File: config.mk
export PLATFORM = sky130hd
export DESIGN_NAME = cpu_bus_subsystem
export DESIGN_NICKNAME = d
export VERILOG_FILES = /design/src/logic/bus_pkg.sv /design/src/logic/cpu_bus_subsystem.sv /design/src/logic/bus_ram.sv /design/src/logic/bus_wait_timer.sv /design/src/logic/bus_request_register.sv /design/src/logic/bus_arbiter_fsm.sv
export VERILOG_INCLUDE_DIRS = /design/src /design/src/logic
export SDC_FILE = /design/constraint.sdc
export NUM_CORES = 2
export LEC_CHECK = 0
export CORE_MARGIN = 5
export CORE_UTILIZATION = 55
export CTS_BUF_LIST = sky130_fd_sc_hd__clkbuf_8
export DETAILED_ROUTE_END_ITERATION = 10
export DONT_BUFFER_PORTS = 1
export GPL_TIMING_DRIVEN = 0
export PLACE_DENSITY = 0.7
export SLEW_MARGIN = 20
export SYNTH_ARGS = -nofsm -noshare
export SYNTH_HDL_FRONTEND = slang
export SYNTH_SLANG_ARGS = --single-unit
export TNS_END_PERCENT = 5
File: constraint.sdc
create_clock -name i_clock -period 3.4 [get_ports i_clock]
set_input_delay 0.68 -clock i_clock [delete_from_list [all_inputs] [get_ports i_clock]]
set_output_delay 0.68 -clock i_clock [all_outputs]
set_load 0.01 [all_outputs]
File: src/logic/bus_consts.svh
/*
 Bus constants
 Data and address width, RAM depth and the fixed wait-state count
 shared by the memory bus subsystem
*/

`ifndef BUS_CONSTS_SVH
`define BUS_CONSTS_SVH

// Data and byte address width
`define BUS_WIDTH 32

// 64 words, indexed by address bits 7 to 2
`define BUS_RAM_WORDS_LOG2 6

// Cycles from bus start to bus ready, at least 1
`define BUS_WAIT_STATES 2

`endif
File: src/logic/bus_pkg.sv
/*
 Bus package
 Word and address types, the latched bus request and the arbiter states
*/

`default_nettype none

`include "bus_consts.svh"

package bus_pkg;

	typedef logic [`BUS_WIDTH-1:0] word_t;	// Data word
	typedef logic [`BUS_WIDTH-1:0] addr_t;	// Byte address

	// One access as it sits on the bus
	typedef struct packed {
		logic rw;		// 1 = write
		addr_t address;
		word_t wdata;
	} bus_req_t;

	typedef enum logic [1:0] {
		ARB_IDLE,
		ARB_PORT_A,	// Instruction fetch granted
		ARB_PORT_B	// Load/store granted
	} arb_state_t;

endpackage

`default_nettype wire

File: src/logic/cpu_bus_subsystem.sv
/*
 CPU bus subsystem
 Instruction fetch port and load/store port sharing one RAM
 through an arbiter, a request register and a wait-state timer
*/

`timescale 1ns/1ps
`default_nettype none

module cpu_bus_subsystem
	import bus_pkg::*;
(
	input wire logic i_clock,
	input wire logic i_reset,

	// Port A, instruction fetch
	input wire logic i_pa_request,
	input wire addr_t i_pa_address,
	output logic o_pa_ready,
	output word_t o_pa_rdata,

	// Port B, load/store
	input wire logic i_pb_request,
	input wire logic i_pb_rw,
	input wire addr_t i_pb_address,
	input wire word_t i_pb_wdata,
	output logic o_pb_ready,
	output word_t o_pb_rdata
);

	logic load;
	logic select_b;
	logic start;
	logic bus_ready;	// Timer done
	bus_req_t bus_request;
	word_t ram_rdata;

	bus_arbiter_fsm bus_arbiter_fsm_inst (
		.i_clock(i_clock),
		.i_reset(i_reset),
		.i_pa_request(i_pa_request),
		.i_pb_request(i_pb_request),
		.i_bus_ready(bus_ready),
		.o_load(load),
		.o_select_b(select_b),
		.o_start(start),
		.o_pa_ready(o_pa_ready),
		.o_pb_ready(o_pb_ready)
	);

	bus_request_register bus_request_register_inst (
		.i_clock(i_clock),
		.i_reset(i_reset),
		.i_load(load),
		.i_select_b(select_b),
		.i_pa_address(i_pa_address),
		.i_pb_rw(i_pb_rw),
		.i_pb_address(i_pb_address),
		.i_pb_wdata(i_pb_wdata),
		.o_request(bus_request)
	);

	bus_wait_timer bus_wait_timer_inst (
		.i_clock(i_clock),
		.i_reset(i_reset),
		.i_start(start),
		.o_done(bus_ready)
	);

	bus_ram bus_ram_inst (
		.i_clock(i_clock),
		.i_request(bus_request),
		.i_ready(bus_ready),
		.o_rdata(ram_rdata)
	);

	// Both ports see the same read word, only the ready tells them apart
	assign o_pa_rdata = ram_rdata;
	assign o_pb_rdata = ram_rdata;

endmodule

`default_nettype wire

File: src/logic/bus_ram.sv
/*
 Bus RAM
 Word memory behind the shared bus, combinational read from the
 latched address and write at the end of the ready cycle
*/

`timescale 1ns/1ps
`default_nettype none

`include "bus_consts.svh"

module bus_ram
	import bus_pkg::*;
(
	input wire logic i_clock,

	input wire bus_req_t i_request,	// Latched access
	input wire logic i_ready,	// Bus ready from the timer

	output word_t o_rdata
);

	localparam int WORDS = 2 ** `BUS_RAM_WORDS_LOG2;

	typedef logic [`BUS_RAM_WORDS_LOG2-1:0] word_addr_t;

	word_t mem [WORDS];
	word_addr_t word_address;

	// Drop the byte offset
	assign word_address = i_request.address[`BUS_RAM_WORDS_LOG2+1:2];

	always_ff @(posedge i_clock) begin
		if (i_ready && i_request.rw) begin
			mem[word_address] <= i_request.wdata;
		end
	end

	assign o_rdata = mem[word_address];	// Sampled by the port on ready

	// Accesses are whole words only
	a_word_aligned: assert property (
		@(posedge i_clock)
		i_ready |-> (i_request.address[1:0] == 2'b00)
	);

endmodule

`default_nettype wire

File: src/logic/bus_wait_timer.sv
/*
 Wait-state timer
 Counts the fixed wait states after each bus start and pulses
 bus ready in the last one
*/

`timescale 1ns/1ps
`default_nettype none

`include "bus_consts.svh"

module bus_wait_timer (
	input wire logic i_clock,
	input wire logic i_reset,

	input wire logic i_start,
	output logic o_done
);

	localparam int COUNT_WIDTH = $clog2(`BUS_WAIT_STATES + 1);

	logic [COUNT_WIDTH-1:0] count;	// Zero when idle

	always_ff @(posedge i_clock) begin
		if (i_reset) begin
			count <= '0;
		end
		else if (i_start) begin
			count <= COUNT_WIDTH'(`BUS_WAIT_STATES);
		end
		else if (count != '0) begin
			count <= count - 1'b1;
		end
	end

	// Last wait state, one cycle wide
	assign o_done = (count == COUNT_WIDTH'(1));

	a_start_when_idle: assert property (
		@(posedge i_clock) disable iff (i_reset)
		i_start |-> (count == '0)
	);

endmodule

`default_nettype wire

File: src/logic/bus_request_register.sv
/*
 Bus request register
 Latches the granted port's access and keeps it steady on the bus
 until the next grant
*/

`timescale 1ns/1ps
`default_nettype none

module bus_request_register
	import bus_pkg::*;
(
	input wire logic i_clock,
	input wire logic i_reset,

	input wire logic i_load,
	input wire logic i_select_b,

	input wire addr_t i_pa_address,
	input wire logic i_pb_rw,
	input wire addr_t i_pb_address,
	input wire word_t i_pb_wdata,

	output bus_req_t o_request
);

	always_ff @(posedge i_clock) begin
		if (i_reset) begin
			o_request <= '0;
		end
		else if (i_load) begin
			if (i_select_b) begin
				o_request.rw <= i_pb_rw;
				o_request.address <= i_pb_address;
				o_request.wdata <= i_pb_wdata;
			end
			else begin
				// Fetch port is read only
				o_request.rw <= 1'b0;
				o_request.address <= i_pa_address;
				o_request.wdata <= '0;
			end
		end
	end

endmodule

`default_nettype wire

File: src/logic/bus_arbiter_fsm.sv
/*
 Bus arbiter
 Grants the shared bus to port A or port B, B first on a tie,
 starts the wait timer and routes bus ready to the granted port
*/

`timescale 1ns/1ps
`default_nettype none

module bus_arbiter_fsm
	import bus_pkg::*;
(
	input wire logic i_clock,
	input wire logic i_reset,

	input wire logic i_pa_request,
	input wire logic i_pb_request,
	input wire logic i_bus_ready,	// Done pulse from the timer

	output logic o_load,	// Capture access into request register
	output logic o_select_b,	// Capture port B instead of A
	output logic o_start,	// Kick the wait timer
	output logic o_pa_ready,
	output logic o_pb_ready
);

	arb_state_t state;
	arb_state_t next_state;

	always_ff @(posedge i_clock) begin
		if (i_reset) begin
			state <= ARB_IDLE;
		end
		else begin
			state <= next_state;
		end
	end

	always_comb begin
		next_state = state;
		o_load = 1'b0;
		o_select_b = 1'b0;
		o_start = 1'b0;

		unique case (state)
			ARB_IDLE: begin
				if (i_pb_request) begin	// B wins a tie
					o_load = 1'b1;
					o_select_b = 1'b1;
					o_start = 1'b1;
					next_state = ARB_PORT_B;
				end
				else if (i_pa_request) begin
					o_load = 1'b1;
					o_start = 1'b1;
					next_state = ARB_PORT_A;
				end
			end

			// Hold the grant until the access completes
			ARB_PORT_A, ARB_PORT_B: begin
				if (i_bus_ready) begin
					next_state = ARB_IDLE;
				end
			end

			default: next_state = ARB_IDLE;
		endcase
	end

	// Ready only reaches the port that owns the bus
	assign o_pa_ready = (state == ARB_PORT_A) && i_bus_ready;
	assign o_pb_ready = (state == ARB_PORT_B) && i_bus_ready;

	a_ready_exclusive: assert property (
		@(posedge i_clock) disable iff (i_reset)
		!(o_pa_ready && o_pb_ready)
	);

	// A start always leaves idle for a grant state
	a_start_from_idle: assert property (
		@(posedge i_clock) disable iff (i_reset)
		o_start |-> (state == ARB_IDLE) ##1 (state != ARB_IDLE)
	);

	// Timer must stay quiet while nothing is granted
	a_no_ready_in_idle: assert property (
		@(posedge i_clock) disable iff (i_reset)
		(state == ARB_IDLE) |-> !i_bus_ready
	);

endmodule

`default_nettype wire

==> results.json <==
{
  "status": "finished with violations",
  "violations": "negative setup slack",
  "cp-start-kind": "flip-flop",
  "rows": 139,
  "crit_path_end_kind": "output port",
  "synthFlopType": "edfxtp_1",
  "drv_slew": 0,
  "antenna_found_initial": 3,
  "cts_tree": "built",
  "ios": 167,
  "die_area_sq_mm": 0.153,
  "arrival_ns": 3.55,
  "overflow": 0,
  "viasPerCell": 6.74,
  "nNetsFinal": 4227,
  "synthToLayoutAreaGrowth_pct": 19.4,
  "ys_seq_area_share_pct": 78.4,
  "yosysUniqueCellTypes": 48,
  "synthTopCellsByArea": "edfxtp_1 77%, mux4_2 14%, dfxtp_1 1.2%, o22ai_1 0.90%, buf_4 0.68%",
  "regArea_sq_mm": 0.0626,
  "layout_worst_path_cycle_share_pct": 124,
  "final_hold_viol_count": 0,
  "fill_cells": 8794,
  "synth_most_common_cell": "edfxtp_1",
  "path_class": "reg2out",
  "core_area_sq_mm": 0.144,
  "setup_viol": 64,
  "min-delay-start": "i_pa_request",
  "drtIter0Drc": 6701,
  "grt_usage_pct": 30.1,
  "r2r_end": "bus_ram_inst.mem[28][27]$_DFFE_PP_",
  "clk_latency_ns": 1.06,
  "grt_pass1_wl_um": 316000,
  "reg2reg_depth": 6,
  "clk_pin_slew_ns": 0.06,
  "drv_cap": 0,
  "cts_max_path_buffers": 4,
  "gp_congestion": 0.875,
  "syn_nets": 3671,
  "cts_root_buf": "clkbuf_8",
  "reg2reg_slack_ns": 0.07,
  "grt_util_met1_pct": 41.7,
  "portBuffers": 0,
  "synth-edff-count": 2048,
  "rsz0062_at_grt": "true",
  "die-width_um": 391,
  "avgSynthCellArea_sq_um": 22.3,
  "leakagePower_uw": 0.0302,
  "hold_ws_ns": 0.0951,
  "fin_crit_ns": 4.23,
  "maxSlewHeadroom_pct": 29.9,
  "peakVddDrop_v": 0.000542,
  "htreeDepth": 5,
  "synthesis.area_sq_mm": 0.0797,
  "synthCells": 3567,
  "yosysTopAreaCell": "edfxtp_1",
  "post_route_cells_drive_above_1_share_pct": 36.1,
  "hpwl_um": 151000,
  "path_max_fanout": 10,
  "cts_made_buffers": 337,
  "cp_data_required_time_ns": 2.72,
  "gr-max-usage-layer": "met2",
  "vias": 42200,
  "async_reset_ff_share_pct": 0,
  "max_freq_mhz": 236,
  "grt_pass1_vias": 41700,
  "pwr_density_cell_mw_per_mm2": 643,
  "hold_end": "bus_arbiter_fsm_inst.state[0]$_SDFFE_PP0P_",
  "synth-seq-cells": 2097,
  "synth_commonest_cells": "2,048 x edfxtp_1, 509 x mux4_2, 144 x nor2_1",
  "yosys_warnings": 0,
  "clock_skew_ns": 0.0741,
  "setup_ws_ns": -0.831,
  "drtAntennaViolNets": 0,
  "p_total_uw": 61200,
  "use_met2_pct": 44.9,
  "drc": 0,
  "routedWlPerCell_um": 36.4,
  "drt-pass1-iter-count": 6,
  "multi_input_area_sq_mm": 0.0176,
  "routed_wl_um": 228000,
  "die_h_um": 391,
  "synth_top_area_share_pct": 77.2,
  "worst_hold_path_type": "in2reg",
  "hold_path_depth": 3,
  "met3_usage_pct": 10.3,
  "worst_pin_slew_ns": 1.05,
  "start_util_pct": 55.4,
  "grt_max_degree": 66,
  "clock_sinks": 2097,
  "worstReg2RegStart": "bus_wait_timer_inst.count[0]$_SDFFE_PP0P_"
}
cell usage in the layout (no fill, tap or decap), types with 12 or more instances in the layout:
cell / netlist / routed
buf_6: 8 / 31
buf_12: 0 / 118
buf_8: 0 / 28
a21oi_1: 34 / 19
o21ai_1: 8 / 20
dfxtp_1: 49 / 12
mux2_2: 14 / 14
dfxtp_4: 0 / 24
clkbuf_1: 68 / 22
nor2_1: 144 / 73
o22ai_1: 115 / 48
edfxtp_1: 2048 / 2048
o22ai_4: 0 / 15
nor2b_1: 16 / 13
o21ai_0: 38 / 24
clkinv_1: 0 / 81
clkinv_2: 0 / 25
clkbuf_4: 0 / 14
buf_16: 0 / 76
dlygate4sd3_1: 0 / 45
buf_4: 72 / 80
dfxtp_2: 0 / 13
o22ai_2: 0 / 52
clkbuf_2: 2 / 12
clkbuf_8: 0 / 350
nand2_1: 84 / 78
mux2i_1: 53 / 48
a22oi_1: 36 / 36
nor4_2: 0 / 13
inv_1: 3 / 116
mux4_2: 509 / 509
nor2_4: 0 / 66
critical path: stages (launching register included):
cell and delay (ns):
dfxtp_2 0.35, buf_12 0.15, buf_16 0.21, buf_16 0.18, buf_8 0.19, mux4_2 0.54, a221oi_1 0.36, o21ai_1 0.12
nand2_1 0.16, nor2_4 0.10, buf_4 0.15
where the power goes:
part / internal (uW) / total, uW / switching (uW)
Sequential: 28900 / 29400 / 473
Clock: 9520 / 19100 / 9610
Combinational: 5300 / 12600 / 7330
final cells by class:
| class | instances | area share (%) |
|---|---|---|
| Antenna cell | 3 | 0.00789 |
| Buffer | 226 | 2.80 |
| Clock buffer | 342 | 4.95 |
| Clock inverter | 232 | 1.07 |
| Inverter | 4 | 0.0237 |
| Multi-Input combinational cell | 1234 | 18.5 |
| Sequential cell | 2097 | 65.8 |
| Tap cell | 1903 | 2.50 |
| Timing Repair Buffer | 223 | 4.31 |
per-stage QoR:
| step | cell area [sq um] | TNS [ns] | instances | util [%] | setup slack, ns |
|---|---|---|---|---|---|
| floorplan | 79700 | 0 | 3567 | - | 0.575 |
| global placement | 82000 | -3390.99 | 5470 | 57.0 | -2.42 |
| detailed placement | 86000 | -67.24 | 5619 | 59.8 | -1.82 |
| CTS | 94500 | -47.94 | 6249 | 65.7 | -0.926 |
| global route | 95100 | -47.96 | 6262 | 66.1 | -0.886 |
| finish | 95100 | -42.32 | 6264 | 66.1 | -0.831 |
sequential cells by signal, summed over array words and instances, names as in the netlist, named ones only:
signal,count
bus_arbiter_fsm_inst.state,2
bus_wait_timer_inst.count,2
bus_ram_inst.mem,2048
bus_request_register_inst.o_request,39
cells by family after synthesis:
kind of cell | count (synthesis) | synth area share [%]
DFF | 2097 | 78.4
and+or+nand+nor | 328 | 1.84
muxes | 576 | 15.3
AOI/OAI and AO/OA | 327 | 2.76
buffers and inverters | 236 | 1.64
adders and majority gates | 3 | 0.0471
timing repair:
action,4_1_cts,5_1_grt
pin swaps,23,22
endpoints found under the hold margin,45,0
setup endpoints to repair,64,90
hold buffers,45,0
gates cloned,2,2
buffers inserted,15,11
gates resized for setup,547,122
worst max path at each step:
stage,slack (ns),to,from
3_5_place_dp,-1.82,o_pb_rdata[29],flip-flop
5_1_grt,-0.89,o_pb_rdata[12],flip-flop
4_1_cts,-0.93,o_pb_rdata[3],flip-flop
2_1_floorplan,0.57,bus_ram_inst.mem[62][0]$_DFFE_PP_,bus_wait_timer_inst.count[0]$_SDFFE_PP0P_
3_3_place_gp,-2.42,o_pb_rdata[14],flip-flop
6_report,-0.83,o_pb_rdata[31],flip-flop
per-layer routing:
layer  vias to the layer above  routed length, um
met5                         -                  0
met4                         0               9310
met3                       468              33000
met2                      3306             105000
met1                     22100              80400
li1                      16300                  -
Power figures use the tool's default switching activity.
